$ cat src/design/mmu_pkg.sv
package mmu_pkg;

    // address and page geometry for sv32
    localparam int VA_W       = 32;
    localparam int PA_W       = 34;
    // reachable physical space, anything above is an access fault
    localparam int BUS_W      = 32;
    localparam int PPN_W      = 22;
    localparam int VPN_W      = 20;
    localparam int VPN_LVL_W  = 10;
    localparam int PAGE_OFS_W = 12;

    // page table entry
    localparam int PTE_W      = 32;
    localparam int PTE_BYTES  = 4;

    // privilege encoding as in mstatus.mpp
    typedef enum logic [1:0] {
        PRV_U = 2'd0,
        PRV_S = 2'd1,
        PRV_M = 2'd3
    } prv_e;

    typedef enum logic [1:0] {
        ACC_READ  = 2'd0,
        ACC_WRITE = 2'd1,
        ACC_EXEC  = 2'd2
    } access_e;

    // walker states
    // mreq waits for the read data, pte evaluates the entry just read
    typedef enum logic [1:0] {
        WALK_IDLE = 2'd0,
        WALK_MREQ = 2'd1,
        WALK_PTE  = 2'd2
    } walk_state_e;

    // sv32 pte, msb first
    typedef struct packed {
        logic [PPN_W-1:0] ppn;
        logic [1:0]       rsw;
        logic             d;
        logic             a;
        logic             g;
        logic             u;
        logic             x;
        logic             w;
        logic             r;
        logic             v;
    } pte_t;

endpackage

$ cat src/design/mmu_ifs.sv
`timescale 1ns/1ps

// resolver to walker, one walk per start pulse
interface walk_if import mmu_pkg::*; ();
    logic             start;
    logic [VPN_W-1:0] vpn;
    logic             done;
    logic             fault;
    logic             bus_err;
    pte_t             pte;
    logic             superpage;

    modport resolver (
        output start, vpn,
        input  done, fault, bus_err, pte, superpage
    );
    modport walker (
        input  start, vpn,
        output done, fault, bus_err, pte, superpage
    );
endinterface

// walker writes a good leaf into the last-translation entry
interface fill_if import mmu_pkg::*; ();
    logic             fill;
    logic [VPN_W-1:0] vpn;
    logic             superpage;
    pte_t             pte;

    modport walker (output fill, vpn, superpage, pte);
    modport cache  (input  fill, vpn, superpage, pte);
endinterface

interface lookup_if import mmu_pkg::*; ();
    logic [VPN_W-1:0] vpn;
    logic             miss_clear;
    logic             hit;
    pte_t             pte;
    logic             superpage;

    modport resolver (output vpn, miss_clear, input hit, pte, superpage);
    modport cache    (input vpn, miss_clear, output hit, pte, superpage);
endinterface

$ cat src/design/last_xlat_cache.sv
`timescale 1ns/1ps

module last_xlat_cache import mmu_pkg::*; (
    input  logic    clk,
    input  logic    rstn,
    input  logic    tlb_flush_req,
    fill_if.cache   fill,
    lookup_if.cache lookup
);

    logic             valid_q;
    logic [VPN_W-1:0] vpn_q;
    logic             sp_q;
    pte_t             pte_q;

    logic [VPN_W-1:0] vpn_cmp;
    logic [VPN_W-1:0] vpn_fill;

    // a superpage ignores the level-0 index
    assign vpn_cmp = {lookup.vpn[VPN_W-1:VPN_LVL_W],
                      lookup.vpn[VPN_LVL_W-1:0] & {VPN_LVL_W{!sp_q}}};

    assign vpn_fill = {fill.vpn[VPN_W-1:VPN_LVL_W],
                       fill.vpn[VPN_LVL_W-1:0] & {VPN_LVL_W{!fill.superpage}}};

    assign lookup.hit       = valid_q && (vpn_cmp == vpn_q);
    assign lookup.pte       = pte_q;
    assign lookup.superpage = sp_q;

    // flush wins over a fill in the same cycle
    always_ff @(posedge clk or negedge rstn) begin
        if (!rstn) begin
            valid_q <= 1'b0;
        end else if (tlb_flush_req || lookup.miss_clear) begin
            valid_q <= 1'b0;
        end else if (fill.fill) begin
            valid_q <= 1'b1;
        end
    end

    always_ff @(posedge clk) begin
        if (fill.fill) begin
            vpn_q <= vpn_fill;
            sp_q  <= fill.superpage;
            pte_q <= fill.pte;
        end
    end

endmodule

$ cat src/design/page_walker.sv
`timescale 1ns/1ps

module page_walker import mmu_pkg::*; (
    input  logic             clk,
    input  logic             rstn,
    input  logic [PPN_W-1:0] satp_ppn,
    walk_if.walker           walk,
    fill_if.walker           fill,
    output logic             mem_ar_valid,
    output logic [BUS_W-1:0] mem_ar_addr,
    input  logic             mem_ar_ready,
    input  logic             mem_r_valid,
    input  logic [PTE_W-1:0] mem_r_data,
    input  logic             mem_r_err
);

    walk_state_e          state;
    walk_state_e          state_nxt;

    // 1 while reading the root table
    logic                 level;
    logic                 ar_done;
    logic [PPN_W-1:0]     ppn_q;
    logic [VPN_W-1:0]     vpn_q;
    pte_t                 pte_q;

    logic [VPN_LVL_W-1:0] idx;
    logic [PA_W-1:0]      pte_addr;
    logic                 leaf;
    logic                 struct_fault;
    logic                 r_err;
    logic                 walk_end;

    assign idx      = level ? vpn_q[VPN_W-1:VPN_LVL_W] : vpn_q[VPN_LVL_W-1:0];
    assign pte_addr = {ppn_q, {PAGE_OFS_W{1'b0}}} + PA_W'(idx * PTE_BYTES);

    assign mem_ar_valid = (state == WALK_MREQ) && !ar_done;
    assign mem_ar_addr  = pte_addr[BUS_W-1:0];

    assign leaf = pte_q.v && (pte_q.r || pte_q.x);

    // invalid, w without r, pointer at the last level, misaligned superpage
    assign struct_fault = !pte_q.v
                       || (pte_q.w && !pte_q.r)
                       || (!leaf && !level)
                       || (leaf && level && |pte_q.ppn[VPN_LVL_W-1:0]);

    assign r_err    = (state == WALK_MREQ) && mem_r_valid && mem_r_err;
    assign walk_end = (state == WALK_PTE) && (leaf || struct_fault);

    assign walk.done      = walk_end || r_err;
    assign walk.fault     = (state == WALK_PTE) && struct_fault;
    assign walk.bus_err   = r_err;
    assign walk.pte       = pte_q;
    assign walk.superpage = level;

    assign fill.fill      = walk_end && !struct_fault;
    assign fill.vpn       = vpn_q;
    assign fill.superpage = level;
    assign fill.pte       = pte_q;

    always_comb begin
        state_nxt = state;
        case (state)
            WALK_IDLE: begin
                if (walk.start) begin
                    state_nxt = WALK_MREQ;
                end
            end
            WALK_MREQ: begin
                if (mem_r_valid) begin
                    state_nxt = mem_r_err ? WALK_IDLE : WALK_PTE;
                end
            end
            WALK_PTE: begin
                state_nxt = walk_end ? WALK_IDLE : WALK_MREQ;
            end
            default: begin
                state_nxt = WALK_IDLE;
            end
        endcase
    end

    always_ff @(posedge clk or negedge rstn) begin
        if (!rstn) begin
            state <= WALK_IDLE;
        end else begin
            state <= state_nxt;
        end
    end

    // address accepted, hold off until the data returns
    always_ff @(posedge clk or negedge rstn) begin
        if (!rstn) begin
            ar_done <= 1'b0;
        end else if (state != WALK_MREQ || mem_r_valid) begin
            ar_done <= 1'b0;
        end else if (mem_ar_valid && mem_ar_ready) begin
            ar_done <= 1'b1;
        end
    end

    always_ff @(posedge clk or negedge rstn) begin
        if (!rstn) begin
            level <= 1'b1;
        end else if (state == WALK_IDLE && walk.start) begin
            level <= 1'b1;
        end else if (state == WALK_PTE && !walk_end) begin
            level <= 1'b0;
        end
    end

    always_ff @(posedge clk) begin
        if (state == WALK_IDLE && walk.start) begin
            ppn_q <= satp_ppn;
            vpn_q <= walk.vpn;
        end else if (state == WALK_PTE && !walk_end) begin
            // descend through the pointer
            ppn_q <= pte_q.ppn;
        end
        if (state == WALK_MREQ && mem_r_valid) begin
            pte_q <= pte_t'(mem_r_data);
        end
    end

endmodule

$ cat src/design/xlat_resolve.sv
`timescale 1ns/1ps

module xlat_resolve import mmu_pkg::*; (
    input  logic            clk,
    input  logic            rstn,
    input  logic            va_valid,
    input  logic [VA_W-1:0] va,
    input  access_e         access,
    input  prv_e            prv,
    input  logic            mprv,
    input  prv_e            mpp,
    input  logic            sum,
    input  logic            satp_mode,
    input  logic            pmp_v,
    input  logic            pmp_l,
    input  logic            pmp_r,
    input  logic            pmp_w,
    input  logic            pmp_x,
    walk_if.resolver        walk,
    lookup_if.resolver      lookup,
    output logic            pa_valid,
    output logic [PA_W-1:0] pa,
    output logic [1:0]      pa_bad
);

    // permission and privilege checks on a leaf
    function automatic logic leaf_fault(input pte_t p, input access_e acc,
                                        input prv_e pv, input logic s);
        logic perm;
        case (acc)
            ACC_WRITE: perm = p.w;
            ACC_EXEC:  perm = p.x;
            default:   perm = p.r;
        endcase
        return !perm
            || (pv == PRV_U && !p.u)
            || (pv == PRV_S && p.u && (!s || acc == ACC_EXEC))
            || (acc == ACC_WRITE && !p.d)
            || !p.a;
    endfunction

    function automatic logic [PA_W-1:0] leaf_pa(input pte_t p, input logic sp,
                                                input logic [VA_W-1:0] v);
        if (sp) begin
            return {p.ppn[PPN_W-1:VPN_LVL_W], v[PAGE_OFS_W+VPN_LVL_W-1:0]};
        end
        return {p.ppn, v[PAGE_OFS_W-1:0]};
    endfunction

    prv_e            prv_eff;
    logic            xlat_on;

    logic [VA_W-1:0] va_q;
    access_e         acc_q;
    prv_e            prv_q;
    logic            sum_q;

    // operands of whichever result is formed this cycle
    logic [VA_W-1:0] cur_va;
    access_e         cur_acc;
    prv_e            cur_prv;
    logic            cur_sum;
    pte_t            cur_pte;
    logic            cur_sp;
    logic            cur_bare;
    logic            cur_bus_err;
    logic            cur_walk_fault;

    logic            pmp_perm;
    logic            pmp_err;
    logic            pg_fault;
    logic            acc_fault;
    logic [PA_W-1:0] pa_d;
    logic            result_en;

    assign prv_eff = (mprv && access != ACC_EXEC) ? mpp : prv;
    assign xlat_on = (prv_eff != PRV_M) && satp_mode;

    assign lookup.vpn        = va[VA_W-1:PAGE_OFS_W];
    assign lookup.miss_clear = va_valid && xlat_on && !lookup.hit;
    assign walk.vpn          = va_q[VA_W-1:PAGE_OFS_W];

    // live request for bare or hit, latched request when the walk returns
    always_comb begin
        if (va_valid) begin
            cur_va         = va;
            cur_acc        = access;
            cur_prv        = prv_eff;
            cur_sum        = sum;
            cur_pte        = lookup.pte;
            cur_sp         = lookup.superpage;
            cur_bare       = !xlat_on;
            cur_bus_err    = 1'b0;
            cur_walk_fault = 1'b0;
        end else begin
            cur_va         = va_q;
            cur_acc        = acc_q;
            cur_prv        = prv_q;
            cur_sum        = sum_q;
            cur_pte        = walk.pte;
            cur_sp         = walk.superpage;
            cur_bare       = 1'b0;
            cur_bus_err    = walk.bus_err;
            cur_walk_fault = walk.fault;
        end
    end

    always_comb begin
        case (cur_acc)
            ACC_WRITE: pmp_perm = pmp_w;
            ACC_EXEC:  pmp_perm = pmp_x;
            default:   pmp_perm = pmp_r;
        endcase
    end

    assign pmp_err = (!pmp_v && cur_prv != PRV_M)
                  || ((pmp_l || cur_prv != PRV_M) && !pmp_perm);

    assign pa_d = cur_bare ? PA_W'(cur_va) : leaf_pa(cur_pte, cur_sp, cur_va);

    assign pg_fault = cur_walk_fault
                   || (!cur_bare && !cur_bus_err && !cur_walk_fault
                       && leaf_fault(cur_pte, cur_acc, cur_prv, cur_sum));

    assign acc_fault = (cur_bus_err || pmp_err || |pa_d[PA_W-1:BUS_W]) && !pg_fault;

    assign result_en = (va_valid && (!xlat_on || lookup.hit)) || walk.done;

    always_ff @(posedge clk or negedge rstn) begin
        if (!rstn) begin
            pa_valid   <= 1'b0;
            walk.start <= 1'b0;
        end else begin
            pa_valid   <= result_en;
            walk.start <= va_valid && xlat_on && !lookup.hit;
        end
    end

    always_ff @(posedge clk) begin
        if (va_valid) begin
            va_q  <= va;
            acc_q <= access;
            prv_q <= prv_eff;
            sum_q <= sum;
        end
        if (result_en) begin
            pa     <= pa_d;
            pa_bad <= {acc_fault, pg_fault};
        end
    end

endmodule

$ cat src/design/mmu_top.sv
`timescale 1ns/1ps

module mmu_top import mmu_pkg::*; (
    input  logic             clk,
    input  logic             rstn,

    // request
    input  logic             va_valid,
    input  logic [VA_W-1:0]  va,
    input  access_e          access,

    // privilege and satp
    input  prv_e             prv,
    input  logic             mprv,
    input  prv_e             mpp,
    input  logic             sum,
    input  logic             satp_mode,
    input  logic [PPN_W-1:0] satp_ppn,

    // single pmp region
    input  logic             pmp_v,
    input  logic             pmp_l,
    input  logic             pmp_r,
    input  logic             pmp_w,
    input  logic             pmp_x,

    input  logic             tlb_flush_req,

    // page table read port
    output logic             mem_ar_valid,
    output logic [BUS_W-1:0] mem_ar_addr,
    input  logic             mem_ar_ready,
    input  logic             mem_r_valid,
    input  logic [PTE_W-1:0] mem_r_data,
    input  logic             mem_r_err,

    // result
    output logic             pa_valid,
    output logic [PA_W-1:0]  pa,
    output logic [1:0]       pa_bad
);

    walk_if   walk ();
    fill_if   fill ();
    lookup_if lookup ();

    xlat_resolve u_resolve (
        .clk       (clk),
        .rstn      (rstn),
        .va_valid  (va_valid),
        .va        (va),
        .access    (access),
        .prv       (prv),
        .mprv      (mprv),
        .mpp       (mpp),
        .sum       (sum),
        .satp_mode (satp_mode),
        .pmp_v     (pmp_v),
        .pmp_l     (pmp_l),
        .pmp_r     (pmp_r),
        .pmp_w     (pmp_w),
        .pmp_x     (pmp_x),
        .walk      (walk.resolver),
        .lookup    (lookup.resolver),
        .pa_valid  (pa_valid),
        .pa        (pa),
        .pa_bad    (pa_bad)
    );

    page_walker u_walker (
        .clk          (clk),
        .rstn         (rstn),
        .satp_ppn     (satp_ppn),
        .walk         (walk.walker),
        .fill         (fill.walker),
        .mem_ar_valid (mem_ar_valid),
        .mem_ar_addr  (mem_ar_addr),
        .mem_ar_ready (mem_ar_ready),
        .mem_r_valid  (mem_r_valid),
        .mem_r_data   (mem_r_data),
        .mem_r_err    (mem_r_err)
    );

    last_xlat_cache u_cache (
        .clk           (clk),
        .rstn          (rstn),
        .tlb_flush_req (tlb_flush_req),
        .fill          (fill.cache),
        .lookup        (lookup.cache)
    );

endmodule

$ cat config.mk
export PLATFORM = sky130hd
export DESIGN_NAME = mmu_top
export DESIGN_NICKNAME = d
export VERILOG_FILES = /design/src/design/mmu_pkg.sv /design/src/design/mmu_ifs.sv /design/src/design/last_xlat_cache.sv /design/src/design/page_walker.sv /design/src/design/xlat_resolve.sv /design/src/design/mmu_top.sv
export SDC_FILE = /design/constraint.sdc
export NUM_CORES = 1
export LEC_CHECK = 0
export ABC_AREA = 1
export BUFFER_PORTS_ARGS = -buffer_cell sky130_fd_sc_hd__buf_2
export CAP_MARGIN = 10
export CORE_UTILIZATION = 30
export DETAILED_ROUTE_END_ITERATION = 7
export SETUP_SLACK_MARGIN = 0.1
export SYNTH_ARGS = -nofsm -noshare
export SYNTH_HDL_FRONTEND = slang
export SYNTH_SLANG_ARGS = --single-unit
export TNS_END_PERCENT = 1
$ cat constraint.sdc
create_clock -name clk -period 9.6 [get_ports clk]
set_clock_uncertainty 0.15 [all_clocks]
set_input_delay 1.92 -clock clk [delete_from_list [all_inputs] [get_ports clk]]
set_output_delay 1.92 -clock clk [all_outputs]
set_load 0.005 [all_outputs]
==> summary.txt <==
most frequent cells in the layout: nand2_1, buf_2, edfxtp_1
post-synthesis register bit count: 198
area leader, netlist: edfxtp_1
Slowest cell on crit path: buf_4
Post-CTS Resized: 0
Worst Setup Path Type: in2reg
leakage dissipation: 4.06 nW
Die W: 164 um
Max-slew headroom: 0.324
Post-Syn Area per Cell: 11.3 um^2
Synth Cell Area: 7850 um^2
Site Rows: 58
worst endpoint data arrival time: 4.15 ns
final worst slack: 5.59 ns
Core ar.: 25400 um^2
period utilization: 0.417
Synth area leaders: edfxtp_1, nand2_1, dfxtp_1
Initial Util: 0.309
register area share after synthesis: 0.706
Max rail drop VDD: 0.106 mV
Die H: 164 um
HPWL Detailed: 13.6 mm
Synth Instances: 696
CP dominant cell by count: buf_4
slowest stage delay, CP: 0.63 ns
via count: 5352
Via density: 4.43
CP endpoint kind: flip-flop
DRC: 0
vias in the first global route: 5214
clock-pin slew on the worst setup and hold paths: 0.07 ns
RePlAce Congestion: 0.787
Tightest Pin Transition: 1.01 ns
met2 Use GR: 0.241
CTS Root Cell: clkbuf_16
setup repair bufs after CTS: 0
MaxCap Viol Count: 0
Max FO, Critical Path: 73
Hold WC Path Type: reg2reg
RSZ-0062 raised after global routing: no
CTS tree: done
Final nets: 972
global routing usage on met3: 0.0298
most common cell after layout, fill and taps aside: nand2_1
share of layout cells above drive strength 1: 0.271
# clock sinks: 198
Iter 0 DRT Violations: 297
Setup TNS: 0 ns
average routed wire per standard cell: 15.9 um
full die area: 26800 um^2
first-pass GRT wire length: 29.5 mm
Startpoint Class: input port
Distinct cells, synth: 38
Clock Tree Buf Depth: 2
synth warn: 0
PD cells: 196 nW/um^2
grt peak-use layer: met2
drt total wl: 19.3 mm
DRT Pass-1 Iters: 4
Max Clock Freq: 250 MHz
post-route ant nets: 0
largest net degree at the start of global routing: 74
crit-path cells: buf_2, buf_4, inv_2, buf_4, nor2_8, a21oi_4, nand2_1, o21ai_2
pre-CTS WS: 5.12 ns
Overall Global Routing Usage: 0.151
Hold-fix buffers, CTS: 0
GR Overflow Total: 0
total CTS buffers: 17
top-area cell type share of the netlist area: 0.589
num ports: 177
H-tree depth: 4
Tmin final: 4.01 ns
Slew Limit Fails: 0
Final Hold Fails: 0
antenna violations before repair: 1
Area growth syn-to-layout: 22.1%
final setup vio count: 0
Skew-Pair Late Insertion Delay: 0.44 ns
# port buffers: 169
Critical Path RT: 9.74 ns
met1 Track Usage GR: 0.203
status: finished clean
## final timing paths
path,slack [ns],endpoint,from,cells past startpoint
setup reg to reg,6.53,u_resolve.pa[9],u_cache.lookup.superpage,10
max in group asynchronous,7.90,u_walker.fill.superpage,rstn,1
min in group asynchronous,1.16,u_cache.valid_q,rstn,1
hold reg to reg,0.28,u_walker.fill.vpn[3],u_resolve.va_q[15],0
setup / recovery,5.59,u_resolve.pa[13],va_valid,8
hold / removal,0.28,u_walker.fill.vpn[3],u_resolve.va_q[15],0
## critical path, delay by kind of cell
| kind | cells | cell delay (ns) |
|---|---|---|
| simple gates | 2 | 0.35 |
| buf+inv | 4 | 1.14 |
| compound gates | 2 | 0.70 |
## synth_stat cells, drive strengths merged
master and number:
dfxtp 37, dfstp 1, mux2i 3, o21ai 77
o221ai 4, nand3 25, clkbuf 9, o211ai 3
nand4 3, xor2 3, xnor2 1, buf 18
nand2 219, inv 66, ha 2, a22o 1
o22ai 1, edfxtp 154, a21boi 3, a21oi 6
nand3b 3, o21a 3, conb 1, nor3 5
nor2 38, or2 4, dfrtp 6
## power breakdown
part / internal [W] / switching, W / leakage [nW]
Combinational: 0.0000643 / 0.000111 / 1.95
Clock: 0.000344 / 0.000349 / 0.275
Sequential: 0.000987 / 0.0000199 / 1.83
## per-stage QoR
stage,power (W),cell area [um^2],hold WS (ns),std cells,util
6_report,0.00187,9580,0.283,1208,0.377
5_1_grt,0.00196,9570,0.289,1207,0.377
4_1_cts,0.00190,9570,0.282,1206,0.377
3_5_place_dp,0.00120,9010,0.264,1174,0.355
3_3_place_gp,0.00120,9010,0.261,1174,0.355
2_1_floorplan,0.00112,7850,0.259,697,-
## state kept, by name, summed over array words and instances (netlist names), 2 cells and up
name / flops
u_cache.lookup.pte: 28
u_resolve.pa_bad: 2
u_resolve.pa: 34
u_walker.state: 2
u_resolve.va_q: 32
u_walker.ppn_q: 20
u_resolve.acc_q: 2
u_cache.vpn_q: 20
u_walker.fill.pte: 29
u_resolve.prv_q: 2
u_walker.fill.vpn: 20
## final cells by class
type	count	area, um^2
fill	2508	15800
timing repair buffer	174	883
clock inverter	15	140
tap	330	413
antenna	2	5.00
inverter	66	248
sequential	198	5540
multi-input combinational	406	1920
clock buffer	17	425
## layer usage
layer,vias up,part of all wire
met5,-,0
met4,0,0.025
met3,27,0.040
met2,130,0.47
met1,2526,0.47
li1,2669,-
## cells by family (layout without fill, tap and decap cells)
logic type      Yosys count  in the layout  synth area share
flops                   198            198             0.706
other cells               1              4          0.000478
buf+inv                  93            272            0.0518
simple gates            297            297             0.156
fa+ha+maj                 2              2           0.00319
xor+xnor                  4              4           0.00447
mux                       3              3           0.00383
compound gates           98             98            0.0741
No activity file was read; power rests on OpenSTA's default activity.
